**config.mk**
```make
export PLATFORM = sky130hd
export DESIGN_NAME = trace_top
export DESIGN_NICKNAME = d
export VERILOG_FILES = /design/src/logic/trace_pkg.sv /design/src/logic/trace_capture.sv /design/src/logic/trace_packetizer.sv /design/src/logic/trigger_gen.sv /design/src/logic/trace_top.sv
export SDC_FILE = /design/constraint.sdc
export NUM_CORES = 1
export LEC_CHECK = 0
export ABC_AREA = 1
export ABC_CLOCK_PERIOD_IN_PS = 8470
export BUFFER_PORTS_ARGS = -buffer_cell sky130_fd_sc_hd__clkbuf_2
export CORE_UTILIZATION = 47
export DETAILED_ROUTE_END_ITERATION = 10
export HOLD_SLACK_MARGIN = 0.12
export PLACE_DENSITY = 0.71
export SLEW_MARGIN = 20
export SYNTH_ARGS = -nofsm -noshare
export SYNTH_HDL_FRONTEND = slang
export SYNTH_SLANG_ARGS = --single-unit
```
**constraint.sdc**
```tcl
create_clock -name cpu_clk -period 8.47 [get_ports cpu_clk]
set_input_delay 0 -clock cpu_clk [delete_from_list [all_inputs] [get_ports cpu_clk]]
set_output_delay 0 -clock cpu_clk [all_outputs]
set_load 0.01 [all_outputs]
```
**src/logic/trace_pkg.sv**
```systemverilog
/*
  trace_pkg
  Shared types and constants for the instruction-trace path: field widths,
  the retirement and trace record structs, packet tags and the packetizer
  state encoding.
*/
package trace_pkg;

  ////////////////////////////////////////////////////////////////////////////
  // field widths
  ////////////////////////////////////////////////////////////////////////////

  typedef logic [31:0] word_t;     // one stream word
  typedef logic [4:0]  reg_addr_t; // integer register number
  typedef logic [1:0]  priv_t;     // privilege mode
  typedef logic [31:0] instr_t;    // raw instruction bits

  ////////////////////////////////////////////////////////////////////////////
  // records
  ////////////////////////////////////////////////////////////////////////////

  // pc and gpr_value are always 64 bits, upper half zero when XLEN is 32
  typedef struct packed {
    logic [63:0] pc;
    instr_t      instr;
    logic        trap;
    priv_t       priv;
    logic        gpr_wen;
    reg_addr_t   gpr_addr;
    logic [63:0] gpr_value;
  } retire_t;

  typedef struct packed {
    retire_t     ret;
    logic [31:0] minstret; // retirements since reset, first one is 1
  } trace_rec_t;

  // header tag in the upper half of word 0
  localparam logic [15:0] TRACE_MAGIC = 16'h7276;

  // first word of a received trigger frame
  localparam word_t TRIG_MAGIC = 32'h5452_4947;

  typedef enum logic [1:0] {
    INIT, // start-up wait
    IDLE,
    SEND,
    GAP   // spacing between packets
  } pkt_state_t;

endpackage

```
**src/logic/trace_capture.sv**
```systemverilog
/*
  trace_capture
  Registers each accepted retirement together with a running count of
  retired instructions and flags the new record for the packetizer.
*/
`timescale 1ns/1ps

module trace_capture #(
  parameter int XLEN = 64
) (
  input  logic                  cpu_clk,
  input  logic                  rst_n,
  input  logic                  retire_valid,
  input  trace_pkg::retire_t    retire,
  input  logic                  stall,
  output trace_pkg::trace_rec_t rec,
  output logic                  rec_valid
);

  // keeps only the architectural width of pc and register values
  localparam logic [63:0] XMASK = (XLEN == 64) ? {64{1'b1}} : 64'h0000_0000_ffff_ffff;

  logic        accept;
  logic [31:0] count_q;
  logic [31:0] count_next;

  assign accept     = retire_valid && !stall; // strobes under stall are dropped
  assign count_next = count_q + 32'd1;

  ////////////////////////////////////////////////////////////////////////////
  // retired-instruction counter and strobe
  ////////////////////////////////////////////////////////////////////////////

  always_ff @(posedge cpu_clk) begin
    if (!rst_n) begin
      count_q   <= '0;
      rec_valid <= 1'b0;
    end else begin
      rec_valid <= accept;
      if (accept) begin
        count_q <= count_next;
      end
    end
  end

  ////////////////////////////////////////////////////////////////////////////
  // record payload
  ////////////////////////////////////////////////////////////////////////////

  always_ff @(posedge cpu_clk) begin
    if (accept) begin
      rec.ret.pc        <= retire.pc & XMASK;
      rec.ret.instr     <= retire.instr;
      rec.ret.trap      <= retire.trap;
      rec.ret.priv      <= retire.priv;
      rec.ret.gpr_wen   <= retire.gpr_wen;
      rec.ret.gpr_addr  <= retire.gpr_addr;
      rec.ret.gpr_value <= retire.gpr_value & XMASK;
      rec.minstret      <= count_next; // count including this one
    end
  end

endmodule

```
**src/logic/trace_packetizer.sv**
```systemverilog
/*
  trace_packetizer
  Waits out a start-up timeout, then serializes each trace record onto a
  32-bit valid/ready/last stream. Holds the core in stall while a packet
  is in flight and during the gap that follows it.
*/
`timescale 1ns/1ps

module trace_packetizer #(
  parameter int XLEN         = 64,
  parameter int INIT_TIMEOUT = 100000000,
  parameter int PACKET_DELAY = 400
) (
  input  logic                  cpu_clk,
  input  logic                  rst_n,
  input  trace_pkg::trace_rec_t rec,
  input  logic                  rec_valid,
  input  logic                  tx_ready,
  output logic                  stall,
  output trace_pkg::word_t      tx_data,
  output logic                  tx_valid,
  output logic                  tx_last
);

  localparam int XWORDS = XLEN / 32;       // words per pc or register value
  localparam int NWORDS = 3 + 2 * XWORDS;  // header, pc, instr, minstret, gpr
  localparam int IDX_W  = $clog2(NWORDS);

  // word positions inside a packet
  localparam logic [IDX_W-1:0] PC_END       = IDX_W'(XWORDS);
  localparam logic [IDX_W-1:0] INSTR_IDX    = IDX_W'(XWORDS + 1);
  localparam logic [IDX_W-1:0] MINSTRET_IDX = IDX_W'(XWORDS + 2);
  localparam logic [IDX_W-1:0] LAST_IDX     = IDX_W'(NWORDS - 1);

  trace_pkg::pkt_state_t state_q;
  trace_pkg::trace_rec_t rec_q;
  logic [IDX_W-1:0]      idx_q;
  logic [31:0]           cnt_q;    // shared by start-up wait and gap
  logic [IDX_W-1:0]      pc_idx;
  logic [IDX_W-1:0]      gpr_idx;
  logic                  xfer;

  assign tx_valid = (state_q == trace_pkg::SEND);
  assign tx_last  = tx_valid && (idx_q == LAST_IDX);
  assign xfer     = tx_valid && tx_ready;
  assign stall    = (state_q != trace_pkg::IDLE) || rec_valid;

  ////////////////////////////////////////////////////////////////////////////
  // packet FSM
  ////////////////////////////////////////////////////////////////////////////

  always_ff @(posedge cpu_clk) begin
    if (!rst_n) begin
      state_q <= trace_pkg::INIT;
      cnt_q   <= 32'(INIT_TIMEOUT - 1);
      idx_q   <= '0;
    end else begin
      case (state_q)
        trace_pkg::INIT: begin
          if (cnt_q == '0) state_q <= trace_pkg::IDLE;
          else cnt_q <= cnt_q - 32'd1;
        end
        trace_pkg::IDLE: begin
          if (rec_valid) begin
            state_q <= trace_pkg::SEND;
            idx_q   <= '0;
          end
        end
        trace_pkg::SEND: begin
          if (xfer) begin // advance only on a transfer
            if (tx_last) begin
              state_q <= trace_pkg::GAP;
              cnt_q   <= 32'(PACKET_DELAY - 1);
            end else begin
              idx_q <= idx_q + 1'b1;
            end
          end
        end
        trace_pkg::GAP: begin
          if (cnt_q == '0) state_q <= trace_pkg::IDLE;
          else cnt_q <= cnt_q - 32'd1;
        end
        default: state_q <= trace_pkg::INIT;
      endcase
    end
  end

  // record held for the whole packet
  always_ff @(posedge cpu_clk) begin
    if (state_q == trace_pkg::IDLE && rec_valid) begin
      rec_q <= rec;
    end
  end

  ////////////////////////////////////////////////////////////////////////////
  // word select
  ////////////////////////////////////////////////////////////////////////////

  assign pc_idx  = idx_q - 1'b1;
  assign gpr_idx = idx_q - MINSTRET_IDX - 1'b1;

  always_comb begin
    if (idx_q == '0) begin
      tx_data = {trace_pkg::TRACE_MAGIC, rec_q.ret.priv, rec_q.ret.trap,
                 rec_q.ret.gpr_wen, rec_q.ret.gpr_addr, 7'b0};
    end else if (idx_q <= PC_END) begin
      tx_data = 32'(rec_q.ret.pc >> {pc_idx, 5'b0});        // low word first
    end else if (idx_q == INSTR_IDX) begin
      tx_data = rec_q.ret.instr;
    end else if (idx_q == MINSTRET_IDX) begin
      tx_data = rec_q.minstret;
    end else begin
      tx_data = 32'(rec_q.ret.gpr_value >> {gpr_idx, 5'b0});
    end
  end

endmodule

```
**src/logic/trigger_gen.sv**
```systemverilog
/*
  trigger_gen
  Watches the received word stream and pulses ila_trigger once after the
  last word of any frame whose first word is the trigger tag.
*/
`timescale 1ns/1ps

module trigger_gen (
  input  logic             cpu_clk,
  input  logic             rst_n,
  input  trace_pkg::word_t rx_data,
  input  logic             rx_valid,
  input  logic             rx_last,
  output logic             ila_trigger
);

  logic first_q; // next valid word opens a frame
  logic match_q; // first word of current frame was the tag
  logic hit;

  assign hit = first_q ? (rx_data == trace_pkg::TRIG_MAGIC) : match_q;

  ////////////////////////////////////////////////////////////////////////////
  // frame tracking
  ////////////////////////////////////////////////////////////////////////////

  always_ff @(posedge cpu_clk) begin
    if (!rst_n) begin
      first_q <= 1'b1;
      match_q <= 1'b0;
    end else if (rx_valid) begin
      first_q <= rx_last;
      if (first_q) begin
        match_q <= (rx_data == trace_pkg::TRIG_MAGIC);
      end
    end
  end

  // one-cycle pulse after the closing word, one-word frames included
  always_ff @(posedge cpu_clk) begin
    if (!rst_n) begin
      ila_trigger <= 1'b0;
    end else begin
      ila_trigger <= rx_valid && rx_last && hit;
    end
  end

endmodule

```
**src/logic/trace_top.sv**
```systemverilog
/*
  trace_top
  Instruction-trace path: captures retirements, packetizes them onto a
  32-bit stream for the MAC and generates the trigger from received frames.
*/
`timescale 1ns/1ps

module trace_top #(
  parameter int XLEN         = 64,
  parameter int INIT_TIMEOUT = 100000000,
  parameter int PACKET_DELAY = 400
) (
  input  logic               cpu_clk,
  input  logic               rst_n,
  // retirement from the core
  input  logic               retire_valid,
  input  trace_pkg::retire_t retire,
  output logic               stall,
  // transmit stream to the MAC
  output trace_pkg::word_t   tx_data,
  output logic               tx_valid,
  output logic               tx_last,
  input  logic               tx_ready,
  // receive stream from the MAC
  input  trace_pkg::word_t   rx_data,
  input  logic               rx_valid,
  input  logic               rx_last,
  output logic               ila_trigger
);

  trace_pkg::trace_rec_t rec;
  logic                  rec_valid;

  trace_capture #(.XLEN(XLEN)) u_capture (
    .cpu_clk, .rst_n, .retire_valid, .retire, .stall,
    .rec, .rec_valid
  );

  trace_packetizer #(
    .XLEN         (XLEN),
    .INIT_TIMEOUT (INIT_TIMEOUT),
    .PACKET_DELAY (PACKET_DELAY)
  ) u_packetizer (
    .cpu_clk, .rst_n, .rec, .rec_valid, .tx_ready,
    .stall, .tx_data, .tx_valid, .tx_last
  );

  trigger_gen u_trigger (
    .cpu_clk, .rst_n, .rx_data, .rx_valid, .rx_last, .ila_trigger
  );

endmodule

```
==> impl_metrics.toml <==
[place]
place_congestion = 0.9088
detailed_place_hpwl_mm = 30.71
io_buffers = 242

[clocking]
cts_setup_buffers = 0
cts-root-buf = "clkbuf_16"
cts_sinks = 475
clk_pin_slew_worst_paths_ps = 60
cts_max_level = 2
cts_buffers = 49
cts_tree = "built"
worstSkewPairLatency_ps = 600
cts_buffer_depth = 3

[status]
status = "finished clean"

[setup_path]
worstReg2RegEnd = "u_capture.rec[28]$_DFFE_PP_"
end_kind = "output pin"
crit_buf_inv = 3
path_class = "register to output pin"
r2r_cells = 6
r2r-start = "u_packetizer.state_q[1]$_SDFFE_PN0P_"
cpPeakStageDelay_ps = 630
worstSetupStartpoint = "u_packetizer.idx_q[0]$_SDFFE_PN0P_"
path_max_fanout = 66
crit_required_ps = 8470
crit_family = "buffers and inverters"
crit_path_top_delay_cell = "ha_1"
worstPathArrival_ps = 3790
r2r_slack_ps = 5360
worst_path_most_repeated_cell = "ha_1"
path_cells = "buf_4 -> ha_1 -> ha_1 -> inv_2 -> nand3_1 -> o211ai_1 -> a21oi_1 -> clkbuf_2"
critPathLaunchType = "register"

[drt]
drc = 0
drt_wl_total_mm = 51.31
drtPass1Iterations = 6
via_per_inst = 5.253
ant_nets = 0
first_iter_violations = 1312
routedWlPerCell_um = 19.25
vias = 14010

[synth]
synth_edf_count = 402
syn_area_mm2 = 0.01895
syn_nets = 1847
syn_area_per_cell_um2 = 11.62
synth_cell_types = 40
async_flop_share_pct = 0
yosys_warnings = 0
synth-seq-area-share_pct = 71.43
synth_cells = 1630
ys_seq_elements = 475
synthFlopType = "edfxtp_1"

[run]
cap_violations = 0

[sta]
hold_violations = 0
grt_setup_unrepaired = "false"
setup_violations = 0
min_period_over_period_pct = 44.80
maxSlewViolCount = 0
tightest_slew_ps = 1081
fmax_mhz = 263.6
whs_ps = 127.1
min_period_ps = 3794
maxSlewHeadroom_pct = 27.96
fin_skew_ps = 34.70
fin_setup_tns_ps = 0

[floorplan]
start_util_pct = 47.68
core_mm2 = 0.03973
die-area_mm2 = 0.04112
die_w_um = 202.8
die_y_um = 202.8
rows = 73
boundaryPins = 243

[grt]
grt_pass1_wl_mm = 77.16
grt_pass1_vias = 13790
antenna_found_initial = 2
track_usage_pct = 24.86
grt_max_degree = 137
globalRouteOverflowTotal = 0

[worst_hold_path]
min_from = "retire[22]"
hp-class = "input pin to register"
holdPathEnd = "u_capture.rec[54]$_DFFE_PP_"
holdPathStages = 2

[finish]
final_nets = 2314
drive_above_1_share_pct = 18.24
area_growth_pct = 29.16

[power]
power_leakage_nw = 9.474
p_total_w = 0.006344
ir_drop_uv = 166.9
pwr_density_cell_mw_per_mm2 = 259.3
## metal layers
layer / share of wire [%] / vias up / track usage [%]
met2: 50 / 650 / 43.46
met1: 38 / 6720 / 29.78
met4: 4.5 / 0 / 11.71
met5: 0 / - / 0
met3: 7.0 / 127 / 4.382
li1: - / 6508 / -
## worst max path at each step
stage / to / depth (start not counted)
final: tx_data[19] / 8
after global routing: tx_data[5] / 8
after CTS: tx_data[6] / 8
after detailed placement: tx_data[7] / 8
after global placement: tx_data[2] / 10
after floorplan: u_capture.rec[0]$_DFFE_PP_ / 5
## repair_timing
| item | in CTS | in global routing |
|---|---|---|
| setup endpoints to repair | 0 | 0 |
| hold endpoints to repair | 202 | 0 |
| gates resized for setup | 0 | 0 |
| hold buffers | 220 | 0 |
## final cells by class
type / count / area, um^2
multi-input combinational: 977 / 4672
clock buffer: 68 / 1359
clock inverter: 24 / 259.0
antenna: 3 / 7.507
fill: 2902 / 15260
sequential: 475 / 13530
tap: 525 / 656.9
timing repair buffer: 472 / 3508
inverter: 122 / 473.0
## sequential cells by signal, indices dropped and copies added (netlist names)
signal                 flops
u_trigger.match_q          1
u_packetizer.rec_q       201
u_capture.rec            201
u_packetizer.cnt_q        32
u_trigger.first_q          1
u_trigger.ila_trigger      1
u_capture.rec_valid        1
u_packetizer.idx_q         3
u_packetizer.state_q       2
u_capture.count_q         32
## cells by family after synthesis
logic type	share of synthesized area, %
compound gates	5.891
xor+xnor	1.664
fa+ha+maj	0.6604
buf+inv	3.936
flops	71.43
simple gates	16.42
## cells in the final DEF, fill, tap and decap left out, drive strengths merged, types with 51 or more instances in the layout
master       instances
dlygate4sd3        220
clkbuf             310
nor2               149
o21ai               51
dfxtp               73
nand2              468
inv                122
a21oi              103
edfxtp             402
nand3               76
## cell usage after synthesis, types with 4 or more instances
cell      number  area [um^2]
a21oi_1       97        485.5
a21oi_2        6        52.55
buf_1         11        41.29
buf_2         16        80.08
buf_6          4        45.04
clkbuf_1      21        78.83
dfxtp_1       73         1461
edfxtp_1     402        12070
ha_1          10        125.1
inv_1        116        435.4
nand2_1      452         1697
nand2_2       15        93.84
nand3_1       72        360.4
nand4_1       12        75.07
nor2_1       134        503.0
nor2_2        11        68.82
nor2_4         4        45.04
nor3_1        17        85.08
nor4_1         4        25.02
o211ai_1      24        180.2
o211ai_2       6        75.07
o21ai_0       39        195.2
o21ai_1       12        60.06
o21bai_1       8        60.06
xor2_1        34        297.8
## metrics by stage
| step | utilization, % | instances | setup slack [ps] | area [um^2] |
|---|---|---|---|---|
| floorplan | - | 1630 | 2053 | 18950 |
| global route | 61.58 | 2665 | 4452 | 24470 |
| global placement | 51.88 | 2350 | 5279 | 20610 |
| detailed placement | 51.88 | 2350 | 5325 | 20610 |
| CTS | 61.50 | 2662 | 4718 | 24430 |
| finish | 61.59 | 2666 | 4676 | 24470 |
## report_power, final
group	total (W)	internal, W	switching [W]
Sequential	0.00290	0.00279	0.000109
Combinational	0.00127	0.000393	0.000879
Clock	0.00217	0.00125	0.000918
No activity file was read; power rests on OpenSTA's default activity.
